===== src/source/lbm_pkg.sv =====
package lbm_pkg;

    ////////////////////////////////////////
    // grid geometry
    ////////////////////////////////////////

    localparam int GRID_WIDTH  = 8;
    localparam int GRID_HEIGHT = 8;
    // cells in the whole grid
    localparam int GRID_DEPTH  = GRID_WIDTH * GRID_HEIGHT;
    localparam int ADDR_WIDTH  = $clog2(GRID_DEPTH);
    localparam int COL_WIDTH   = $clog2(GRID_WIDTH);
    // one distribution value
    localparam int DATA_WIDTH  = 16;
    localparam int NUM_DIRS    = 9;

    typedef logic [ADDR_WIDTH-1:0] addr_t;
    typedef logic [COL_WIDTH-1:0]  col_t;
    typedef logic [DATA_WIDTH-1:0] word_t;

    ////////////////////////////////////////
    // velocity directions
    ////////////////////////////////////////

    // d2q9 order, rest first then clockwise from north
    typedef enum logic [3:0] {
        DIR_REST = 4'd0,
        DIR_N    = 4'd1,
        DIR_NE   = 4'd2,
        DIR_E    = 4'd3,
        DIR_SE   = 4'd4,
        DIR_S    = 4'd5,
        DIR_SW   = 4'd6,
        DIR_W    = 4'd7,
        DIR_NW   = 4'd8
    } dir_t;

    // column step, east is +1
    localparam int DIR_DX [NUM_DIRS] = '{0, 0, 1, 1, 1, 0, -1, -1, -1};
    // row step, north is one row lower in index
    localparam int DIR_DY [NUM_DIRS] = '{0, -1, -1, 0, 1, 1, 1, 0, -1};

    // reflection partner, rest maps to itself
    localparam dir_t OPPOSITE_DIR [NUM_DIRS] = '{
        DIR_REST, DIR_S, DIR_SW, DIR_W, DIR_NW, DIR_N, DIR_NE, DIR_E, DIR_SE
    };

    ////////////////////////////////////////
    // sweep phases
    ////////////////////////////////////////

    typedef enum logic [2:0] {
        PH_IDLE         = 3'd0,
        PH_STREAM       = 3'd1,
        // one extra cycle for the last stream write
        PH_STREAM_DRAIN = 3'd2,
        PH_BOUNCE       = 3'd3,
        // barrier read returns here
        PH_BOUNCE_WAIT  = 3'd4,
        PH_ZERO         = 3'd5,
        PH_DONE         = 3'd6
    } phase_t;

endpackage


===== src/source/lbm_readout.sv =====
`timescale 1ns/1ps

module lbm_readout (
    input  logic           clk,
    input  logic           arst_n,
    input  logic           rd_en,
    input  lbm_pkg::dir_t  rd_dir,
    input  logic           busy,
    input  lbm_pkg::word_t lane_q [lbm_pkg::NUM_DIRS],
    output lbm_pkg::word_t rd_data,
    output logic           rd_valid
);

    import lbm_pkg::*;

    // lane select, one cycle behind like the bank read
    dir_t dir_q;

    always_ff @(posedge clk or negedge arst_n)
    begin
        if (!arst_n)
        begin
            rd_valid <= 1'b0;
            dir_q    <= DIR_REST;
        end
        else
        begin
            // reads dropped during a sweep
            rd_valid <= rd_en && !busy;
            if (rd_en)
                dir_q <= rd_dir;
        end
    end

    always_comb
    begin
        rd_data = '0;
        // codes past nw select nothing
        if (int'(dir_q) < NUM_DIRS)
            rd_data = lane_q[dir_q];
    end

endmodule


===== config.mk =====
export PLATFORM = sky130hd
export DESIGN_NAME = lbm_readout
export DESIGN_NICKNAME = d
export VERILOG_FILES = /design/src/source/lbm_pkg.sv /design/src/source/lbm_readout.sv
export SDC_FILE = /design/constraint.sdc
export NUM_CORES = 1
export LEC_CHECK = 0
export BUFFER_PORTS_ARGS = -buffer_cell sky130_fd_sc_hd__buf_2
export CAP_MARGIN = 10
export CORE_MARGIN = 2
export CORE_UTILIZATION = 38
export CTS_CLUSTER_DIAMETER = 60
export DETAILED_ROUTE_END_ITERATION = 8
export PLACE_DENSITY = 0.89
export SLEW_MARGIN = 40
export SYNTH_ARGS = -nofsm -noshare
export SYNTH_HDL_FRONTEND = slang
export SYNTH_SLANG_ARGS = --single-unit

===== constraint.sdc =====
create_clock -name clk -period 3.5 [get_ports clk]
set_clock_uncertainty 0.05 [all_clocks]
set_input_delay 0.35 -clock clk [delete_from_list [all_inputs] [get_ports clk]]
set_output_delay 0.35 -clock clk [all_outputs]
set_load 0.05 [all_outputs]

After elaboration in Yosys (flattened, before gate mapping)

Cells that the tools add are included.

Reduce and logical (&&, ||, !) cells: 2
Divide/modulo/power cells: 0
Shifts and indexed selects: 0
Add/sub/neg operators: 0
Bitwise logic cells: 1
Equal/unequal tests: 0
$lt $le $gt $ge: 2
Muxes and demuxes: 4
Multipliers: 0

Operators with widths:

| cell                                        | count |
|---|---|
| binary-select mux 16 bit (select 4 bit)     | 1 |
| 2-to-1 mux 16 bit                           | 3 |
| >= comparator 5 bit (second input constant) | 1 |
| NOT 4 -> 5 bit                              | 1 |
| < comparator 4 bit (second input constant)  | 1 |
| logical AND 1 bit                           | 1 |
| zero test 1 bit                             | 1 |

Output and inout bits: 17
Bits in read-only memories: 0
Flip-flop bits (word level): 5
Memories: 0
Latch bits: 0
Input bits: 152
Memory bits (writable): 0

Logic depth before layout (Yosys ltp)

Depth in word-level cells: 5
Mapped depth: 6
Gate-level depth less buffers: 3

Least setup slack after synthesis

No wires, ideal clock.

Path type: reg2out
Start: register dir_q[1]
End: output port rd_data[0]
Cell stages (with the launch flop): 6
Slack: 1.245 ns
Buffers on the path: 2
Arrival time: 1.855 ns
Data required time: 3.100 ns
Path through: dfrtp_1 buf_6 and2_1 buf_2 a22o_1 o31ai_2

Word-level cells in the longest chain between the ends: 5
Elaborated cells on any way between the ends: 6

Ends and longest elaborated chain:

| what                                                 | RTL line          | source |
|---|---|---|
| start: declaration                                   | lbm_readout.sv:17 | `dir_t dir_q;` |
| start signal: assignment                             | lbm_readout.sv:31 | `dir_q <= rd_dir;` |
| NOT 4 -> 5 bit (implied by the code)                 | lbm_readout.sv:40 | `rd_data = lane_q[dir_q];` |
| binary-select mux 16 bit (select 4 bit)              | lbm_readout.sv:40 |  |
| 2-to-1 mux 16 bit (implied by the code) (2 in a row) | lbm_readout.sv:40 |  |
| 2-to-1 mux 16 bit *                                  | lbm_readout.sv:39 | `if (int'(dir_q) < NUM_DIRS)` |
| end: declaration                                     | lbm_readout.sv:10 | `output lbm_pkg::word_t rd_data,` |

Mark *: on every way between the ends. The rest lies on a longest branch, timed or not. The select of a mux whose other input is x is not followed.

Final worst setup path

Start: register dir_q[0]
End: output port rd_data[11]

The elaborated chain is that of the path after synthesis.

==> impl_metrics.ini <==
[logic_synthesis]
syn-num-nets = 302
netlist_area_sq_mm = 0.00151
ys_warn_count = 0
ys_ff_latch = 5
synthDistinctLibCells = 20
ys_seq_area_share_pct = 8.29
syn_avg_cell_area_sq_um = 10.1
synthCells = 150

[global_route]
grt_pass1_wl_um = 8050
grt_pass1_vias = 1905
overflow = 0
grt_antenna_before_repair = 0
grt_max_degree = 42
track_usage_pct = 23.2

[sta]
fmax_mhz = 352
fin_crit_sh_pct = 81.2
relSlewSlack_pct = 54.6
whs_ns = 0.229
setup_tns_ns = 0
setup_viol = 0
rsz0062_at_grt = no
slew_violations = 0
min_period_ns = 2.84
tightest_slew_ns = 0.680
fin_ws_ns = 0.657
finalHoldViolations = 0

[cts]
cts_tree = done
clock_latency_ns = 0.21
cts_buffers = 3
ctsResizeCount = 0
cts_buffer_depth = 2
cts-root-buf = clkbuf_8
post_cts_buffers = 0
clk_pin_slew_ns = 0.04
cts.sinks = 5
htreeDepth = 1

[setup_path]
critical_path_arrival_ns = 2.44
end_kind = output port
r2r_end = dir_q[0]
required_ns = 3.10
cp-start-kind = flip-flop
reg2reg_slack_ns = 2.23
r2r-start = dir_q[0]
path_max_fanout = 41
r2r_cells = 1
critPathKind = reg2out

[finish]
fin_nets = 464
fin_area_sq_mm = 0.00235
antennaDiodeCount = 0
area.growth.synth_to_final_pct = 55.7
final_cells = 359
drive_gt1_share_pct = 64.0
layout_common_cells = buf_2, mux2i_1, a22o_1
mostFrequentLayoutCell = buf_2
utilization_pct = 62.8

[pwr]
p_leak_nw = 1.32
peakVddDrop_uv = 283
p_total_mw = 0.666
p_per_area_mw_per_mm2 = 283

[floorplanning]
initial_core_util_pct = 40.3
die_height_um = 67.0
rows = 22
coreArea_sq_mm = 0.00374
die_area_sq_mm = 0.00449
fp.dieW_um = 67.0
ios = 169

[hold_path]
min_to = rd_valid
hp-start = busy
hold_path_class = in2reg
hold_depth = 2

[detailed_routing]
vias_per_cell = 5.30
vias = 1901
ant_nets = 0
finalWirelength_um = 5390
drt_iter0_markers = 46
firstDrtPassIters = 4
drt_drc_violations_left = 0
wl_per_cell_um = 15.0

[placement]
postPlaceCellArea_sq_mm = 0.00229
placed_cells = 353
port-buffer-count = 168
place_ws_ns = 0.894
gp_congestion = 0.687
hpwl_um = 4440

[outcome]
status = finished clean

[job]
drv_cap = 0
==> synthesized netlist by cell type <==
cell | count | share of area [%]
and2_1 | 1 | 0.41
buf_2 | 3 | 0.99
dfrtp_1 | 5 | 8.3
buf_6 | 4 | 3.0
clkbuf_1 | 3 | 0.75
a22o_1 | 23 | 13
buf_12 | 3 | 4.0
o31ai_2 | 10 | 8.3
nand2_1 | 13 | 3.2
o21ai_1 | 3 | 0.99
nor2_1 | 4 | 0.99
buf_4 | 3 | 1.5
nor2b_1 | 3 | 1.2
nand2b_1 | 3 | 1.2
a221oi_1 | 3 | 1.7
mux2i_1 | 52 | 34
nor4b_4 | 1 | 1.6
a221o_1 | 3 | 2.0
mux2_2 | 4 | 3.0
mux4_2 | 6 | 9.0
==> worst max path at each step <==
stage | startpoint | to | slack [ns] | cells past startpoint
after floorplan | dir_q[1] | rd_data[0] | 1.25 | 5
after global placement | dir_q[0] | rd_data[12] | 0.95 | 5
after detailed placement | dir_q[0] | rd_data[15] | 0.89 | 4
after CTS | dir_q[0] | rd_data[11] | 0.66 | 5
after global routing | dir_q[0] | rd_data[11] | 0.53 | 5
final | dir_q[0] | rd_data[11] | 0.66 | 5
==> logic make-up (layout without fill, tap and decap cells) <==
logic type      Yosys count  after routing  share of synthesized area, %
mux                      62             62                          46.4
simple gates             25             25                          8.71
flops                     5              5                          8.29
compound gates           42             42                          26.4
buf+inv                  16            177                          10.2
==> power breakdown <==
| group | internal [mW] | switching, mW |
|---|---|---|
| clock network | 0.0781 | 0.0266 |
| registers | 0.0637 | 0.0321 |
| logic | 0.210 | 0.256 |
| total | 0.351 | 0.314 |
==> critical path: stages (launching register included) <==
cell and delay, ns:
dfrtp_4 0.84, buf_4 0.44, mux2i_1 0.13, a22o_1 0.25, o31ai_2 0.23, buf_2 0.31
==> flip-flops by register name, summed over array words and instances (netlist names) <==
register and flops:
dir_q 4, rd_valid 1
==> area by class of cell <==
cell class | count | area (sq um)
tap | 48 | 60.1
sequential | 5 | 129
multi-input combinational | 129 | 1230
clock buffer | 4 | 45.0
fill | 321 | 1390
timing repair buffer | 173 | 881
==> repair_timing <==
| item | in CTS | in global routing |
|---|---|---|
| endpoints found under the hold margin | 5 | 0 |
| hold buffers | 1 | 0 |
| setup endpoints to repair | 0 | 0 |
==> routing by layer <==
layer | share of wire, % | track usage, %
met1 | 36 | 24.4
met2 | 54 | 47.2
met3 | 9.2 | 2.87
met4 | 0.67 | 5.61
met5 | 0 | 0
No activity file was read; power rests on OpenSTA's default activity.
