### config.mk
export PLATFORM = sky130hd
export DESIGN_NAME = lbm_direction_lane
export DESIGN_NICKNAME = d
export VERILOG_FILES = /design/src/source/lbm_pkg.sv /design/src/source/lbm_direction_lane.sv
export SDC_FILE = /design/constraint.sdc
export NUM_CORES = 2
export LEC_CHECK = 0
export ABC_AREA = 1
export BUFFER_PORTS_ARGS = -buffer_cell sky130_fd_sc_hd__buf_4
export CAP_MARGIN = 10
export CELL_PAD_IN_SITES_DETAIL_PLACEMENT = 0
export CELL_PAD_IN_SITES_GLOBAL_PLACEMENT = 1
export CORE_AREA = 5 5 438 440
export DETAILED_ROUTE_END_ITERATION = 12
export DIE_AREA = 0 0 443 445
export PLACE_DENSITY = 0.81
export RECOVER_POWER = 50
export SYNTH_ARGS = -nofsm -noshare
export SYNTH_HDL_FRONTEND = slang
export SYNTH_SLANG_ARGS = --single-unit
### constraint.sdc
create_clock -name clk -period 3.69 [get_ports clk]
set_input_delay 0.738 -clock clk [delete_from_list [all_inputs] [get_ports clk]]
set_output_delay 0.738 -clock clk [all_outputs]
set_load 0.05 [all_outputs]
### src/source/lbm_pkg.sv
package lbm_pkg;

    ////////////////////////////////////////
    // grid geometry
    ////////////////////////////////////////

    localparam int GRID_WIDTH  = 8;
    localparam int GRID_HEIGHT = 8;
    // cells in the whole grid
    localparam int GRID_DEPTH  = GRID_WIDTH * GRID_HEIGHT;
    localparam int ADDR_WIDTH  = $clog2(GRID_DEPTH);
    localparam int COL_WIDTH   = $clog2(GRID_WIDTH);
    // one distribution value
    localparam int DATA_WIDTH  = 16;
    localparam int NUM_DIRS    = 9;

    typedef logic [ADDR_WIDTH-1:0] addr_t;
    typedef logic [COL_WIDTH-1:0]  col_t;
    typedef logic [DATA_WIDTH-1:0] word_t;

    ////////////////////////////////////////
    // velocity directions
    ////////////////////////////////////////

    // d2q9 order, rest first then clockwise from north
    typedef enum logic [3:0] {
        DIR_REST = 4'd0,
        DIR_N    = 4'd1,
        DIR_NE   = 4'd2,
        DIR_E    = 4'd3,
        DIR_SE   = 4'd4,
        DIR_S    = 4'd5,
        DIR_SW   = 4'd6,
        DIR_W    = 4'd7,
        DIR_NW   = 4'd8
    } dir_t;

    // column step, east is +1
    localparam int DIR_DX [NUM_DIRS] = '{0, 0, 1, 1, 1, 0, -1, -1, -1};
    // row step, north is one row lower in index
    localparam int DIR_DY [NUM_DIRS] = '{0, -1, -1, 0, 1, 1, 1, 0, -1};

    // reflection partner, rest maps to itself
    localparam dir_t OPPOSITE_DIR [NUM_DIRS] = '{
        DIR_REST, DIR_S, DIR_SW, DIR_W, DIR_NW, DIR_N, DIR_NE, DIR_E, DIR_SE
    };

    ////////////////////////////////////////
    // sweep phases
    ////////////////////////////////////////

    typedef enum logic [2:0] {
        PH_IDLE         = 3'd0,
        PH_STREAM       = 3'd1,
        // one extra cycle for the last stream write
        PH_STREAM_DRAIN = 3'd2,
        PH_BOUNCE       = 3'd3,
        // barrier read returns here
        PH_BOUNCE_WAIT  = 3'd4,
        PH_ZERO         = 3'd5,
        PH_DONE         = 3'd6
    } phase_t;

endpackage

### src/source/lbm_direction_lane.sv
`timescale 1ns/1ps

module lbm_direction_lane #(
    parameter lbm_pkg::dir_t DIR = lbm_pkg::DIR_REST
) (
    input  logic           clk,
    input  lbm_pkg::addr_t cell_index,
    input  lbm_pkg::addr_t wr_index,
    input  lbm_pkg::col_t  wr_col,
    input  logic           stream_rd,
    input  logic           bounce_rd,
    input  logic           stream_wr,
    input  logic           bounce_wr,
    input  logic           zero_wr,
    input  logic           busy,
    input  logic           load_en,
    input  lbm_pkg::dir_t  load_dir,
    input  lbm_pkg::addr_t load_addr,
    input  lbm_pkg::word_t load_data,
    input  lbm_pkg::addr_t rd_addr,
    input  lbm_pkg::word_t bounce_data,
    output lbm_pkg::word_t next_q
);

    import lbm_pkg::*;

    localparam int DX     = DIR_DX[DIR];
    localparam int DY     = DIR_DY[DIR];
    // rest lane takes no part in bounce
    localparam bit MOVING = (DIR != DIR_REST);

    word_t cur_bank  [GRID_DEPTH];
    word_t next_bank [GRID_DEPTH];
    word_t cur_q;

    logic  load_hit;
    int    nb_col;
    int    nb_row;
    logic  nb_on_grid;
    addr_t nb_addr;
    logic  next_we;
    addr_t next_waddr;
    word_t next_wdata;
    logic  next_re;
    addr_t next_raddr;

    assign load_hit = load_en && !busy && (load_dir == DIR);

    ////////////////////////////////////////
    // neighbor of the write-stage cell
    ////////////////////////////////////////

    always_comb
    begin
        nb_col     = int'(wr_col) + DX;
        nb_row     = int'(wr_index) / GRID_WIDTH + DY;
        // no wrap, off-grid writes are dropped
        nb_on_grid = (nb_col >= 0) && (nb_col < GRID_WIDTH)
                     && (nb_row >= 0) && (nb_row < GRID_HEIGHT);
        nb_addr    = addr_t'(nb_row * GRID_WIDTH + nb_col);
    end

    // current bank, loads only, read in stream pass
    always_ff @(posedge clk)
    begin
        if (load_hit)
            cur_bank[load_addr] <= load_data;
        if (stream_rd)
            cur_q <= cur_bank[cell_index];
    end

    ////////////////////////////////////////
    // next bank port select
    ////////////////////////////////////////

    always_comb
    begin
        next_we    = 1'b0;
        next_waddr = nb_addr;
        next_wdata = cur_q;
        if (load_hit)
        begin
            next_we    = 1'b1;
            next_waddr = load_addr;
            next_wdata = load_data;
        end
        else if (stream_wr)
        begin
            next_we = nb_on_grid;
        end
        else if (bounce_wr && MOVING)
        begin
            // opposite lane word read at the barrier cell
            next_we    = nb_on_grid;
            next_wdata = bounce_data;
        end
        else if (zero_wr)
        begin
            next_we    = 1'b1;
            next_waddr = cell_index;
            next_wdata = '0;
        end
    end

    // sweep reads for bounce, idle reads follow the readout address
    assign next_re    = busy ? bounce_rd : 1'b1;
    assign next_raddr = busy ? cell_index : rd_addr;

    // held read word stays valid through bounce_wait
    always_ff @(posedge clk)
    begin
        if (next_we)
            next_bank[next_waddr] <= next_wdata;
        if (next_re)
            next_q <= next_bank[next_raddr];
    end

endmodule

# ---- After elaboration in Yosys (flattened, before gate mapping)
# Memory sizes are Yosys's and may differ from the RTL's. A register that Yosys moved wholly into a read port is not among the register bits.
# Index checks and enable logic that the tools add are counted.
dict set report classes {
  n_reduce_logical 7
  n_lt_le_gt_ge 4
  muxes 15
  addsub 1
}
# op count
set ops {}
lappend ops {{16-bit 2-to-1 mux} 3}
lappend ops {{6-bit 2-to-1 mux} 4}
lappend ops {{3-bit by 4-bit less-than comparator with 1-bit output (second input constant)} 2}
lappend ops {{1-bit 2-to-1 mux} 8}
lappend ops {{6-bit by 3-bit adder with 6-bit output} 1}
lappend ops {{3-bit by 1-bit >= comparator with 1-bit output (second input constant)} 2}
lappend ops {{1-bit logical AND} 5}
lappend ops {{4-bit logical NOT} 1}
lappend ops {{1-bit logical NOT} 1}
dict set report totals {
  ramBits 2048
  in_bits 71
  regBits 0
  memories 2
}
# memory depth word_bits rd rd_clocked_by_memory_dff write_ports line
set mem_list {}
lappend mem_list {cur_bank 64 16 1 1 1 lbm_direction_lane.sv:32} ;# word_t cur_bank [GRID_DEPTH];
lappend mem_list {next_bank 64 16 1 1 1 lbm_direction_lane.sv:33} ;# word_t next_bank [GRID_DEPTH];

# ---- Depth between registers and ports, before layout
dict set report logic_depth {
  word_depth 8
  depth_mapped 13
  depth_no_buf 11
}

# ---- Worst setup path after synthesis
# Ideal clock, no wire load.
dict set report synth_path {
  path_type {input -> register}
  from {in busy}
  to {mem next_bank[0][0] in the netlist's numbering, enable pin}
  stages 10
  path_buffers 3
  arrival_ps 2593
  setup_ps 388
  slack_ps 708
  cell_sequence {buf_6 -> buf_6 -> nor2_4 -> nand3_2 -> buf_6 -> inv_2 -> nor3_1 -> inv_1 -> nand3_2 -> nor2_1}
}
dict set report synth_via {
  elab_chain_len 6
}
# item line
set synth_rtl {}
lappend synth_rtl {{from (decl)} lbm_direction_lane.sv:15} ;# input logic busy,
lappend synth_rtl {{1-bit logical NOT *} lbm_direction_lane.sv:47} ;# assign load_hit = load_en && !busy && (load_dir == DIR);
lappend synth_rtl {{1-bit logical AND * (2 in a row)} lbm_direction_lane.sv:47}
lappend synth_rtl {{1-bit 2-to-1 mux} lbm_direction_lane.sv:81} ;# if (load_hit)
lappend synth_rtl {{1-bit 2-to-1 mux} lbm_direction_lane.sv:112} ;# if (next_we)
lappend synth_rtl {{1-bit 2-to-1 mux (implied by the code)} lbm_direction_lane.sv:113} ;# next_bank[next_waddr] <= next_wdata;
lappend synth_rtl {{to (decl)} lbm_direction_lane.sv:33}
# Every way passes the cells marked *; elsewhere a longest branch is shown, timed or not.

# ---- Worst setup path after layout
dict set report layout_path {
  from {in load_data[2]}
  to {mem cur_bank[14][2] in the netlist's numbering, data pin}
}
# item line
set layout_rtl {}
lappend layout_rtl {{from (decl)} lbm_direction_lane.sv:19} ;# input lbm_pkg::word_t load_data,
lappend layout_rtl {{to (decl)} lbm_direction_lane.sv:32}
# Straight into the memory's write port.

==> results.yml <==
clocking:
  cts_setup_buffers: 0
  cts_max_path_buffers: 3
  cts_resized: 0
  insertion_delay_ns: 0.83
  tritoncts: "yes"
  htreeDepth: 4
  cts_buffers: 198
  cts_hold_buf: 0
  clkTransAtPathRegs_ns: 0.06
  cts-root-buf: "clkbuf_16"
  cts.sinks: 2080
synthesis:
  ys_ff_latch: 2080
  yosys.area.top_type_share_pct: 71.3
  synth_nets: 7904
  synth_edf_count: 2080
  ys_types: 30
  yosys_warnings: 0
  postSynthAreaPerCell_um2: 11.2
  synth.area.top_cells: "edfxtp_1 71%, nand3_1 9.1%, nand2_1 7.7%, inv_1 4.2%, o21ai_0 1.6%"
  syn_inst: 7833
  synth_top_cell_by_area: "edfxtp_1"
  ys.flop_type: "edfxtp_1"
  async_flop_share_pct: 0
  yosysSeqAreaShare_pct: 71.3
  synth_area_um2: 87600
die:
  rows: 159
  initial_core_util_pct: 46.8
  die_w_um: 443
  die_height_um: 445
  core-area_um2: 187000
  die-area_um2: 197000
  io_pins: 87
sta:
  layout_min_cycle_time_ns: 3.16
  finalSetupViolations: 0
  finalMaxSlewViolations: 716
  timing.fmax_mhz: 316
  final.setup.tns_ns: 0
  maxSlewHeadroom_pct: -92.0
  rsz0062_at_grt: "false"
  hold_viol: 0
  worst_slew_pin_slew_ns: 2.88
  fin_worst_skew_ns: 0.0261
  period_share_pct: 85.7
grt:
  grt.total_usage_pct: 23.2
  grt_pass1_vias: 54860
  grt_pass1_wl_mm: 346
  antenna_found_initial: 5
  grt_max_degree: 158
  overflow: 0
final_layout:
  final_cell_area_um2: 98500
  multi_input_area_um2: 19300
  drive_above_1_share_pct: 8.17
  fin_nets: 8022
  utilization_pct: 52.6
  area.growth.synth_to_final_pct: 12.6
  fillers: 15700
  regArea_um2: 62500
hold_path:
  min_path_type: "in -> reg"
setup_path:
  cp_cell_sequence: "clkbuf_1 > clkbuf_1"
  cp_slowest_cell: "clkbuf_1"
  slowest_delay_ns: 1.38
  crit_required_ns: 4.06
  critPathArrivalTime_ns: 3.53
  cp_max_fo: 34
  end_kind: "flop"
  regToRegSetupSlack_ns: 1.47
  worst-path-buf-inv: 2
  path_class: "in -> reg"
  cp_common_cell: "clkbuf_1"
  start_kind: "primary input"
  cp_top_family: "buffers and inverters"
route:
  antenna_left: 0
  num_vias: 57670
  wl_per_cell_um: 22.0
  finalWirelength_mm: 234
  vias_per_cell: 5.43
  drt_iter0_markers: 5963
  dr.pass1.iters: 5
  drc: 0
power:
  intPower_uw: 38500
  p_sw_share_pct: 23.5
  seq_power_share_pct: 52.6
  switching_power_uw: 11800
  ir_worst_vdd_v: 0.000452
  clkPwrFrac_pct: 39.0
  combPwrFrac_pct: 8.5
  power_density_nw_per_um2: 511
  leakagePower_uw: 0.0379
status:
  status: "finished, violations left"
  violations: "max-capacitance violations, max-slew violations"
placement:
  dpl_cell_area_um2: 92500
  port_buffers: 66
  gp_congestion: 0.920
  hpwl_mm: 136
job:
  maxCapViolCount: 17
## power groups by stage
stage | registers [uW] | logic, uW | clock network, uW
floorplan | 27000 | 2230 | 0
global placement | 26900 | 4180 | 0
detailed placement | 26900 | 4260 | 0
CTS | 26400 | 4270 | 19900
global route | 26500 | 4570 | 20900
finish | 26500 | 4260 | 19600
## cell type report
type	instances	share of cell area, %
sequential	2080	63.4
multi-input combinational	4303	19.6
clock buffer	240	5.32
inverter	987	3.78
timing repair buffer	381	3.71
tap	2495	3.17
clock inverter	127	1.00
antenna	2	0.00508
## state kept, by name, indices dropped and copies added, names as in the netlist
register   flops
next_q        16
cur_bank    1024
next_bank   1024
cur_q         16
## cells by family after synthesis
| group | share of synthesized area [%] |
|---|---|
| simple gates | 19.0 |
| flops | 71.3 |
| buf+inv | 6.66 |
| compound gates | 3.04 |
## final timing paths
kind	endpoint	startpoint	cells after the start
hold / removal	cur_bank[30][1]	load_data[1]	1
setup reg to reg	next_bank[59][13]	cur_q[13]	3
hold reg to reg	next_q[14]	next_bank[55][14]	8
setup / recovery	cur_bank[14][2]	load_data[2]	2
## cells in the mapped netlist (5+ instances only)
master    instances
buf_4            15
nand3_2           9
buf_6             5
a21oi_1          96
clkbuf_1        173
nand3_1        1586
inv_1           981
nor2_1          345
nand3b_1         63
o22ai_1          96
edfxtp_1       2080
o21ai_0         284
inv_2             5
buf_2           233
nand2_1        1790
buf_1            37
o21ai_1          10
## per-stage QoR
step | hold WS (ns) | total power [uW] | cells | setup WS [ns]
3_3_place_gp | 0.872 | 31100 | 10246 | 0.187
6_report | 0.497 | 50300 | 10615 | 0.529
4_1_cts | 0.204 | 50600 | 10613 | 1.08
5_1_grt | 0.483 | 52000 | 10614 | 0.486
2_1_floorplan | 0.797 | 29300 | 7833 | 0.708
3_5_place_dp | 0.885 | 31200 | 10246 | 0.181
## cells in the final DEF, fill, tap and decap left out, types with 2 or more instances in the layout
cell           n
clkbuf_2       6
nand3_2        8
clkinv_1      57
nor2_2         4
inv_4          2
bufinv_16     14
inv_2          4
o22ai_1       96
o211ai_1       4
nand3b_1      63
clkbuf_16    204
o21ai_2        3
o21ai_1        9
buf_4        272
clkinv_8       2
nand2_8        4
clkbuf_1      65
nand3_1     1587
nand2_2        3
clkinv_2      40
o21ai_4        5
buf_8          2
inv_1        979
inv_6          8
edfxtp_1    2080
buf_12        72
diode_2        2
clkinvlp_4     5
nand2_1     1788
nor2_1       346
a21oi_1       96
o21ai_0      282
## metal layers
layer	wire length, um	share of wire [%]	GRT usage (%)
met3	17600	7.5	3.66
met2	114000	49	38.9
met4	11800	5.1	10.8
met5	0	0	0
met1	90800	39	30.0
(Power assumes the default switching activity.)
