==> src/source/lbm_pkg.sv <==
package lbm_pkg;

    ////////////////////////////////////////
    // grid geometry
    ////////////////////////////////////////

    localparam int GRID_WIDTH  = 8;
    localparam int GRID_HEIGHT = 8;
    // cells in the whole grid
    localparam int GRID_DEPTH  = GRID_WIDTH * GRID_HEIGHT;
    localparam int ADDR_WIDTH  = $clog2(GRID_DEPTH);
    localparam int COL_WIDTH   = $clog2(GRID_WIDTH);
    // one distribution value
    localparam int DATA_WIDTH  = 16;
    localparam int NUM_DIRS    = 9;

    typedef logic [ADDR_WIDTH-1:0] addr_t;
    typedef logic [COL_WIDTH-1:0]  col_t;
    typedef logic [DATA_WIDTH-1:0] word_t;

    ////////////////////////////////////////
    // velocity directions
    ////////////////////////////////////////

    // d2q9 order, rest first then clockwise from north
    typedef enum logic [3:0] {
        DIR_REST = 4'd0,
        DIR_N    = 4'd1,
        DIR_NE   = 4'd2,
        DIR_E    = 4'd3,
        DIR_SE   = 4'd4,
        DIR_S    = 4'd5,
        DIR_SW   = 4'd6,
        DIR_W    = 4'd7,
        DIR_NW   = 4'd8
    } dir_t;

    // column step, east is +1
    localparam int DIR_DX [NUM_DIRS] = '{0, 0, 1, 1, 1, 0, -1, -1, -1};
    // row step, north is one row lower in index
    localparam int DIR_DY [NUM_DIRS] = '{0, -1, -1, 0, 1, 1, 1, 0, -1};

    // reflection partner, rest maps to itself
    localparam dir_t OPPOSITE_DIR [NUM_DIRS] = '{
        DIR_REST, DIR_S, DIR_SW, DIR_W, DIR_NW, DIR_N, DIR_NE, DIR_E, DIR_SE
    };

    ////////////////////////////////////////
    // sweep phases
    ////////////////////////////////////////

    typedef enum logic [2:0] {
        PH_IDLE         = 3'd0,
        PH_STREAM       = 3'd1,
        // one extra cycle for the last stream write
        PH_STREAM_DRAIN = 3'd2,
        PH_BOUNCE       = 3'd3,
        // barrier read returns here
        PH_BOUNCE_WAIT  = 3'd4,
        PH_ZERO         = 3'd5,
        PH_DONE         = 3'd6
    } phase_t;

endpackage

==> src/source/lbm_sweep_sequencer.sv <==
`timescale 1ns/1ps

module lbm_sweep_sequencer (
    input  logic                           clk,
    input  logic                           arst_n,
    input  logic                           start,
    input  logic [lbm_pkg::GRID_DEPTH-1:0] barriers,
    output lbm_pkg::phase_t                phase,
    output lbm_pkg::addr_t                 cell_index,
    output logic                           stream_rd,
    output logic                           bounce_rd,
    output lbm_pkg::addr_t                 wr_index,
    output lbm_pkg::col_t                  wr_col,
    output logic                           stream_wr,
    output logic                           bounce_wr,
    output logic                           zero_wr,
    output logic                           busy,
    output logic                           done
);

    import lbm_pkg::*;

    // column of cell_index, kept alongside it
    col_t   col;
    phase_t phase_next;
    logic   advance;
    logic   is_barrier;
    logic   last_cell;

    // only place the barrier mask is looked at
    assign is_barrier = barriers[cell_index];
    assign last_cell  = (cell_index == addr_t'(GRID_DEPTH - 1));

    ////////////////////////////////////////
    // phase machine
    ////////////////////////////////////////

    always_comb
    begin
        phase_next = phase;
        advance    = 1'b0;
        case (phase)
            PH_IDLE:
            begin
                if (start)
                    phase_next = PH_STREAM;
            end
            PH_STREAM:
            begin
                advance = 1'b1;
                if (last_cell)
                    phase_next = PH_STREAM_DRAIN;
            end
            PH_STREAM_DRAIN:
            begin
                phase_next = PH_BOUNCE;
            end
            PH_BOUNCE:
            begin
                // barrier cell needs a read first
                if (is_barrier)
                    phase_next = PH_BOUNCE_WAIT;
                else
                begin
                    advance = 1'b1;
                    if (last_cell)
                        phase_next = PH_ZERO;
                end
            end
            PH_BOUNCE_WAIT:
            begin
                advance    = 1'b1;
                phase_next = last_cell ? PH_ZERO : PH_BOUNCE;
            end
            PH_ZERO:
            begin
                advance = 1'b1;
                if (last_cell)
                    phase_next = PH_DONE;
            end
            PH_DONE:
            begin
                phase_next = PH_IDLE;
            end
            default:
            begin
                phase_next = PH_IDLE;
            end
        endcase
    end

    always_ff @(posedge clk or negedge arst_n)
    begin
        if (!arst_n)
        begin
            phase      <= PH_IDLE;
            cell_index <= '0;
            col        <= '0;
        end
        else
        begin
            phase <= phase_next;
            // every pass starts again at cell 0
            if (advance)
            begin
                if (last_cell)
                begin
                    cell_index <= '0;
                    col        <= '0;
                end
                else
                begin
                    cell_index <= cell_index + addr_t'(1);
                    col        <= (col == col_t'(GRID_WIDTH - 1)) ? '0 : col + col_t'(1);
                end
            end
        end
    end

    ////////////////////////////////////////
    // read strobes and write stage
    ////////////////////////////////////////

    assign stream_rd = (phase == PH_STREAM) && !is_barrier;
    assign bounce_rd = (phase == PH_BOUNCE) && is_barrier;
    // zero pass needs no read, writes in place
    assign zero_wr   = (phase == PH_ZERO) && is_barrier;

    // write stage trails the read by one cycle
    always_ff @(posedge clk or negedge arst_n)
    begin
        if (!arst_n)
        begin
            wr_index  <= '0;
            wr_col    <= '0;
            stream_wr <= 1'b0;
            bounce_wr <= 1'b0;
        end
        else
        begin
            wr_index  <= cell_index;
            wr_col    <= col;
            stream_wr <= stream_rd;
            bounce_wr <= bounce_rd;
        end
    end

    assign busy = (phase != PH_IDLE) && (phase != PH_DONE);
    assign done = (phase == PH_DONE);

endmodule

==> config.mk <==
export PLATFORM = sky130hd
export DESIGN_NAME = lbm_sweep_sequencer
export DESIGN_NICKNAME = d
export VERILOG_FILES = /design/src/source/lbm_pkg.sv /design/src/source/lbm_sweep_sequencer.sv
export SDC_FILE = /design/constraint.sdc
export NUM_CORES = 1
export LEC_CHECK = 0
export ABC_AREA = 1
export CORE_MARGIN = 4
export CORE_UTILIZATION = 63
export CTS_BUF_LIST = sky130_fd_sc_hd__clkbuf_16
export CTS_CLUSTER_DIAMETER = 40
export CTS_CLUSTER_SIZE = 10
export DETAILED_ROUTE_END_ITERATION = 7
export DONT_BUFFER_PORTS = 1
export PLACE_DENSITY = 0.9
export SYNTH_ARGS = -nofsm -noshare
export SYNTH_HDL_FRONTEND = slang
export SYNTH_SLANG_ARGS = --single-unit
export TNS_END_PERCENT = 1
==> constraint.sdc <==
create_clock -name clk -period 2.4 [get_ports clk]
set_input_delay 0.36 -clock clk [delete_from_list [all_inputs] [get_ports clk]]
set_output_delay 0.36 -clock clk [all_outputs]
set_load 0.02 [all_outputs]
Yosys cells after proc, flatten, opt, wreduce, memory -nomap -nowiden --
Cells that the tools add are included.
Word-level totals: register bits 23, input port bits 67, logic and storage cells 46, output and inout bits 25
Operators by class: order comparisons 1, add/sub/neg operators 2, reduce and logical (&&, ||, !) cells 9, multiplexer cells 14, equal/unequal tests 13
Operator list (count):
- two-way mux 3 bit | 8
- one-hot mux 3 bit (6 select lines) | 1
- equality test 3 bit, second input constant | 4
- less-than comparator 6 x 7 -> 1 bit, second input constant | 1
- adder 6 x 1 -> 6 bit, second input constant | 1
- binary-select mux 1 bit (select 6 bit) | 1
- equality test 3 x 2 -> 1 bit, second input constant | 2
- equality test 6 bit, second input constant | 1
- two-way mux 6 bit | 1
- inequality test 2 bit, second input constant | 3
- inequality test 3 bit, second input constant | 2
- logical AND 1 bit | 4
- AND reduction 4 bit | 1
- adder 3 x 1 -> 3 bit, second input constant | 1
- equality test 3 x 1 -> 1 bit, second input constant | 1
- logical NOT 3 bit | 1
- nonzero test 3 bit | 1
- OR reduction 3 bit | 1
- two-way mux 1 bit | 2
- one-hot mux 1 bit (2 select lines) | 1
- logical NOT 1 bit | 1

Logic depth before layout (Yosys ltp) --
Gate-level depths: netlist of the first run.
depth after elaboration 4, depth in mapped cells 18, mapped depth without buffers 17

Least setup slack after synthesis of the first run --
OpenSTA, ideal clock, no wires.
kind register to output, start point register cell_index[0], end point output stream_rd, data arrival time 1.842 ns, stages on the path, launching flop included 12, setup slack 0.198 ns, data required time 2.040 ns, path buffers 1, cell sequence dfrtp_1 buf_6 or2_1 nand3_1 nand2_1 nand2_1 nand2_1 nor2_1 nand2_1 nand3_2 nand2_1 nor3_1
On the way: cells in the longest elaborated chain, start to end 4
RTL lines:
- start, declared | line lbm_sweep_sequencer.sv:9 | output lbm_pkg::addr_t cell_index,
- start signal, assigned | line lbm_sweep_sequencer.sv:113 | cell_index <= cell_index + addr_t'(1);
- binary-select mux 1 bit (select 6 bit) | line lbm_sweep_sequencer.sv:31 | assign is_barrier = barriers[cell_index];
- two-way mux 1 bit (implied by the code) | line lbm_sweep_sequencer.sv:31
- logical NOT 1 bit | line lbm_sweep_sequencer.sv:124 | assign stream_rd = (phase == PH_STREAM) && !is_barrier;
- logical AND 1 bit | line lbm_sweep_sequencer.sv:124
- end, declared | line lbm_sweep_sequencer.sv:10 | output logic stream_rd,
No other way between the ends. The select of a mux whose other input is x is not followed.

Worst setup path in the final report of the first run --
Ends and elaborated chain as after synthesis.

==> results.txt, run 1 <==
- Along the worst path, the maximum fanout reaches 12.
- Top cells by area in the synthesized netlist: sky130_fd_sc_hd__dfrtp_1, sky130_fd_sc_hd__nand2_1, sky130_fd_sc_hd__inv_1
* Critical path's largest stage delay: 450 ps
- In the post-synthesis netlist, the cell with the most instances is sky130_fd_sc_hd__nand2_1.
* Kind of path behind the tightest hold check: input pin to flop
- For this block, the initial DRC count from the detailed router was 124.
- The worst register-to-register path ends at cell_index[1].
- Biggest area consumer among synthesized cells: sky130_fd_sc_hd__dfrtp_1
- For this run, the post-layout net count is 397.
- Startpoint of the worst-slack reg-to-reg timing path: cell_index[0]
- Root buf cell: sky130_fd_sc_hd__clkbuf_16
- After technology mapping, the gate count stands at 318.
* Total instance count after detailed placement: 348
* Post-detailed-routing wire length: 4980 um
* Setup repair after global routing missed its margin: true
- Initial Utilization: 66.9%
- Crit. End Element: primary output
* Relative area change from synthesis to final layout: 12.2%
- Share of cells above drive strength 1: 10.1%
- Setup CP Type: flop to primary output
- Crit path arrival time: 2010 ps
- Timing analysis after detailed placement gives a worst setup slack of 263 ps.
- Area taken by flip-flops and latches: 577 um^2
* R2R Setup Slk: 210 ps
- 92 I/O pins were placed.
* Initial antenna violation count: 0
- Weighted congestion reported at the end of routability-driven placement: 0.857
* Start point of the critical path: cell_index[0]
* Outcome: finished clean
- Final setup margin: 33.6 ps
* Via density per instance: 5.61
- Excluding fillers, the count of instances in the completed layout stands at 357.
* Filler cell count: 219
* Count of final max-slew check failures: 0
- The first global-routing pass estimated 7780 um of wire.
- For the pin with the worst max-slew slack, the measured transition is 1050 ps.
- The clock reaches the later pin of the worst-skew pair after 260 ps.
* Residual DRC: 0
- TritonCTS built the clock tree.
- Count of H-tree levels built during CTS: 1
- Clock skew after layout: 1.56 ps
- Clock input transition at the sequential cells of the worst setup and hold paths: 60 ps
* Worst Hold Path EP: phase[1]
- Across the VDD grid, the largest voltage drop is 0.00102 V.
- ANT nets after route: 0
* Post-synth EDFFs: 0
- The hold violation count in the final report came to 0.
- The startpoint identified for the worst hold timing path is start.
- Detailed-routing iteration count for the pre-antenna-repair pass: 4
* Average wire per cell in the routed design: 14.0 um
- The number of different library cells used by synthesis comes to 25.
- For this run, the total global-route usage over all layers was measured as 23.5%.
* Fraction of synthesis flops using an asynchronous set or reset pin: 100%
- Crit path time final: 2370 ps
- Post-Synthesis Net Count: 388
- Vias in the first global route: 1,803
- Half-perimeter wire length of the detailed placement result: 3430 um
- Sequential fraction of the synthesis area: 30.7%
* DIE AREA: 0.00392 mm^2
- In the finished design, the share of the clock period the worst path needs comes to 98.6%.
- Most used flip-flop cell after synthesis: sky130_fd_sc_hd__dfrtp_1
* Worst hold path cell count: 4
- The most numerous cell type found on the critical path is sky130_fd_sc_hd__nand2_1.
* Required time worst endpoint: 2040 ps
* Cell type group with the largest total delay on the critical path: simple AND/OR/NAND/NOR gates
* Proportion of netlist area held by the largest area contributor: 30.7%
- After synthesis the netlist holds a flip-flop and latch count of 23.
- In the final layout, the multi-input gates occupy 0.00100 mm^2.
* Power Dens Cells: 1450 mW/mm^2
* Max Clock Freq: 423 MHz
* Buf+Inv Stages, Crit Path: 4
- Critical Path Source Type: flop
- Clock tree buffer depth: 2
* Antenna Diode Count: 0
* Total grt overflow: 0
- Setup violations remaining at the end of the flow were counted as 0.
- Counting the buffers created by CTS gives 3.
- Floorplan Core Area: 0.00281 mm^2
- The count of buffers added on input and output ports is 0.
* Max transition margin: 29.9%
- The critical path goes through buf_4, clkbuf_16, nand2_1, nand2_1, nand2_1, nand3_1, nand3_1, nand2_1, nand2_1, nand2_1, inv_2, nand2_2, nor3_2, buf_4.
- Max-cap check violation count: 0
- For this design the static power due to leakage is 1.24 nW.
- The floorplan has 19 rows.
* Die outline height: 62.6 um
- Die Wd: 62.6 um
- The Yosys step of the flow raised 0 warnings.
- R2r worst-path depth: 17
- Number of vias after detailed routing: 2,001
* Post-Syn Area per Cell: 5.90 um^2
* Maximum number of pins on one net before global-route repair: 31
- In this run the cell area of the synthesized design comes to 0.00188 mm^2.
* Most frequent cells after synthesis: sky130_fd_sc_hd__nand2_1, sky130_fd_sc_hd__inv_1, sky130_fd_sc_hd__nand3_1
* Sinks on Clock Net: 23
- Master of the slowest instance on the critical path: sky130_fd_sc_hd__dfrtp_2
cell usage in the layout (no fill, tap or decap), drive strengths merged:
master and n:
or2 2, clkbuf 4, xor2 2, ha 3, o221ai 1, nand3 43, dlygate4sd3 1, nand2 119
nor2 32, nand4 1, buf 14, o211ai 2, dfrtp 23, inv 62, o21ai 9, nor3 4
a21oi 4
area by class of cell:
cell class / count / area share (%)
clock buffer: 3 / 3.57
tap: 31 / 1.84
inverter: 61 / 11.2
multi-input combinational: 222 / 47.6
timing repair buffer: 16 / 8.20
clock inverter: 1 / 0.178
sequential: 23 / 27.4
flip-flops by register name, summed over array words and instances, names as in the netlist:
signal,cells
wr_col,3
col,3
phase,3
bounce_wr,1
stream_wr,1
cell_index,6
wr_index,6
power by group:
group | internal, mW | switching, mW | leakage [nW]
Clock | 0.222 | 0.134 | 0.0423
Sequential | 0.552 | 0.283 | 0.290
Combinational | 0.697 | 1.16 | 0.903
Total | 1.47 | 1.57 | 1.24
worst min-delay path: stages:
cell and delay [ps]:
sky130_fd_sc_hd__nor2_1 30, sky130_fd_sc_hd__inv_1 80, sky130_fd_sc_hd__nand3_1 80, sky130_fd_sc_hd__nand2_1 60
layer usage:
metal / part of all wire, % / vias up / GRT usage [%]
met5: 0 / - / 0
met4: 1.4 / 0 / 4.68
met3: 8.2 / 10 / 5.22
met2: 51 / 114 / 42.1
met1: 39 / 899 / 29.0
li1: - / 978 / -
what timing repair did:
action | CTS | global route
resized for setup | 2 | 11
buffers inserted | 0 | 3
hold endpoints to repair | 23 | 0
hold buffers | 1 | 0
setup endpoints to repair | 1 | 3
pin swaps | 0 | 4
cloned | 0 | 1
worst max-delay path by stage:
stage / slack, ps / cells past startpoint / endpoint
detailed placement: 260 / 12 / bounce_rd
global route: -120 / 14 / stream_rd
floorplan: 200 / 11 / stream_rd
global placement: 300 / 12 / stream_rd
CTS: 20 / 12 / stream_rd
finish: 30 / 14 / stream_rd
logic make-up (layout without fill, tap and decap cells):
family | after synthesis | after routing | synth area share [%]
buffers and inverters | 73 | 81 | 16.9
and+or+nand+nor | 201 | 201 | 44.8
DFF | 23 | 23 | 30.7
AOI/OAI and AO/OA | 16 | 16 | 4.73
adders and majority gates | 3 | 3 | 2.00
xor gates and xnor gates | 2 | 2 | 0.934
through the flow:
stage | power [mW] | area [um^2] | hold slack [ps] | setup TNS [ps] | util, %
3_5_place_dp | 2.40 | 1920 | 64.8 | 0 | 68.3
6_report | 3.05 | 2110 | 380 | 0 | 75.1
3_3_place_gp | 2.35 | 1920 | 64.9 | 0 | 68.3
5_1_grt | 3.31 | 2110 | 409 | -237 | 75.1
2_1_floorplan | 2.11 | 1880 | 64.4 | 0 | -
4_1_cts | 2.80 | 2010 | 383 | 0 | 71.7
Power figures use the tool's default switching activity.
==> inputs of run 2 (changes only) <==
==> constraint.sdc (replaced) <==
create_clock -name clk -period 2.3 [get_ports clk]
set_input_delay 0.345 -clock clk [delete_from_list [all_inputs] [get_ports clk]]
set_output_delay 0.345 -clock clk [all_outputs]
set_load 0.02 [all_outputs]
==> results.txt, run 2 (synthesized netlist as in run 1, its figures left out) <==
* Total grt overflow: 0
* # IOs: 92
- The sequential cells in the finished layout cover a total of 578 um^2.
- Worst-case vdd ir drop: 0.000953 V
* Critical Path Source Type: flop
- The repair_antennas step left the layout with diodes totalling 0.
- Count of H-tree levels built during CTS: 1
* Max-cap check violation count: 0
- Final setup margin: -12.7 ps
* Total track usage: 23.0%
* Share of cells above drive strength 1: 8.41%
- Hold Slack: 293 ps
- Number of clock buffers inserted by TritonCTS: 3
- The flow ran to the end, but the final reports show violations.
* Power Dens Cells: 1450 mW/mm^2
- The final reports fail on setup timing.
* Leading registers by flop count: cell_index: 6 flops, wr_index: 6 flops
- Prior to clock tree synthesis, the placed netlist has a worst setup slack of 208 ps.
- Count of final max-slew check failures: 0
* Required time worst endpoint: 1960 ps
* Filler cell count: 250
- R2r worst-path depth: 16
- The worst setup path is of the flop to primary output kind.
- Once the floorplan was initialized, standard cells occupied 66.9% of the core.
- Number of vias after detailed routing: 1,905
- The hold violation count in the final report came to 0.
- Average wire per cell in the routed design: 12.7 um
- End of the critical path: stream_rd
- Layout Utilization: 72.1%
- The congestion estimate from routability-driven global placement came to 0.821.
- Total Power: 2.94 mW
* Buffers added on ports: 0
* Vias in the first global route: 1,757
- DIE AREA: 0.00392 mm^2
- Crit path arrival time: 1970 ps
* Fraction of the cycle the final worst path needs: 101%
- Switching fraction of total power: 52.1%
- Counting I/O delays and the setup requirement, the final critical path takes 2310 ps.
- Detailed-routing iteration count for the pre-antenna-repair pass: 4
- Half-perimeter wire length of the detailed placement result: 3400 um
* Total area of multi-input combinational cells: 992 um^2
* CTS tree: built
- Post-detailed-routing wire length: 4460 um
* Start point of the critical path: cell_index[0]
- The core region is 0.00281 mm^2.
- Die outline height: 62.6 um
- Clock tree synthesis selected as its root buffer the cell sky130_fd_sc_hd__clkbuf_16.
- CTS saw 23 sinks.
- For this block, the initial DRC count from the detailed router was 112.
- Clock tree buffer depth: 2
- Terminus of the critical flop-to-flop path: cell_index[0]
- The final layout contains 392 nets.
* Startpoint of the worst-slack reg-to-reg timing path: cell_index[0]
- Number of buffers added for setup after CTS: 0
* Via density per instance: 5.41
- The number of antenna violations at the first check in global routing is 0.
- ANT nets after route: 0
- The floorplan step set the die width to 62.6 um.
- Maximum number of pins on one net before global-route repair: 31
- Commonest cells after routing, fill and taps aside: sky130_fd_sc_hd__nand2_1, sky130_fd_sc_hd__inv_1, sky130_fd_sc_hd__nand3_1
- Sequential group share of total power: 29.8%
- Summed over all nets, the switching power comes to 1.53 mW.
* Most common cell after layout, fill and taps aside: sky130_fd_sc_hd__nand2_1
- The first global-routing pass estimated 7560 um of wire.
- At the pin with the least slew margin, the transition time is 1020 ps.
- The share of total power dissipated in combinational logic is 57.4%.
- Setup violations remaining at the end of the flow were counted as 2.
- Timing would allow up to 432 MHz.
- Max transition margin: 31.9%
- Summed over all cells, the static leakage comes to 1.20 nW.
- The clock arrives with 2.12 ps of skew.
- Relative to the synthesized area, the layout overhead comes to 7.73%.
- R2R Setup Slk: 340 ps
- Row Count: 19
- Cell Int Power: 1.41 mW
- Setup repair after global routing missed its margin: true
* Clock network latency to the later pin of the worst-skew pair: 260 ps
- Clock network power share: 12.8%
- In the routed design, unresolved DRC markers number 0.
- Crit-path max FO: 25
- After clock tree synthesis, the clock-pin slew on the worst setup and hold paths is 60 ps.
* Crit. End Element: primary output
- The startpoint identified for the worst hold timing path is start.
- Kind of path behind the tightest hold check: input pin to flop
-- run 2: per-layer routing --
layer | global-route usage, % | part of all wire (%) | up-vias
li1 | - | - | 967
met1 | 27.8 | 41 | 835
met2 | 40.5 | 49 | 95
met3 | 5.76 | 8.7 | 8
met4 | 6.34 | 1.5 | 0
met5 | 0 | 0 | -
-- run 2: worst min path at each step --
stage / to / slack (ps) / cells past startpoint
CTS: phase[0] / 300 / 2
global placement: phase[2] / 50 / 0
global route: phase[0] / 340 / 2
detailed placement: phase[2] / 50 / 0
finish: phase[0] / 290 / 2
floorplan: bounce_wr / 50 / 0
-- run 2: critical path, stage by stage, from the launching register on --
cell                      delay (ps)
sky130_fd_sc_hd__dfrtp_2         450
sky130_fd_sc_hd__buf_12          170
sky130_fd_sc_hd__or2_1           230
sky130_fd_sc_hd__nand3_1          60
sky130_fd_sc_hd__nand2_1          50
sky130_fd_sc_hd__nand2_1          50
sky130_fd_sc_hd__nand2_1          50
sky130_fd_sc_hd__nor2_1          110
sky130_fd_sc_hd__nand2_1          70
sky130_fd_sc_hd__nand3_2          90
sky130_fd_sc_hd__nand2_2          80
sky130_fd_sc_hd__nor3_2          120
sky130_fd_sc_hd__buf_4           170
-- run 2: power by group through the flow --
stage	registers [mW]	logic, mW	clock network, mW
floorplan	0.858	1.34	0
global placement	0.867	1.57	0
detailed placement	0.872	1.61	0
CTS	0.878	1.68	0.376
global route	0.900	1.92	0.398
finish	0.877	1.69	0.376
-- run 2: per-stage QoR --
| step | instances | setup TNS [ps] | area (um^2) |
|---|---|---|---|
| 6_report | 352 | -18.6 | 2020 |
| 5_1_grt | 352 | -522 | 2020 |
| 4_1_cts | 352 | 0 | 2020 |
| 3_5_place_dp | 347 | 0 | 1910 |
| 3_3_place_gp | 347 | 0 | 1910 |
| 2_1_floorplan | 318 | 0 | 1880 |
-- run 2: layout make-up --
| class | instances | share of cell area, % |
|---|---|---|
| Clock buffer | 3 | 3.71 |
| Clock inverter | 1 | 0.186 |
| Inverter | 61 | 11.7 |
| Multi-Input combinational cell | 222 | 49.1 |
| Sequential cell | 23 | 28.6 |
| Tap cell | 31 | 1.92 |
| Timing Repair Buffer | 11 | 4.83 |
-- run 2: timing repair --
action | 4_1_cts | 5_1_grt
hold buffers | 1 | 0
hold endpoints to repair | 23 | 0
resized for setup | 9 | 0
setup endpoints to repair | 3 | 3
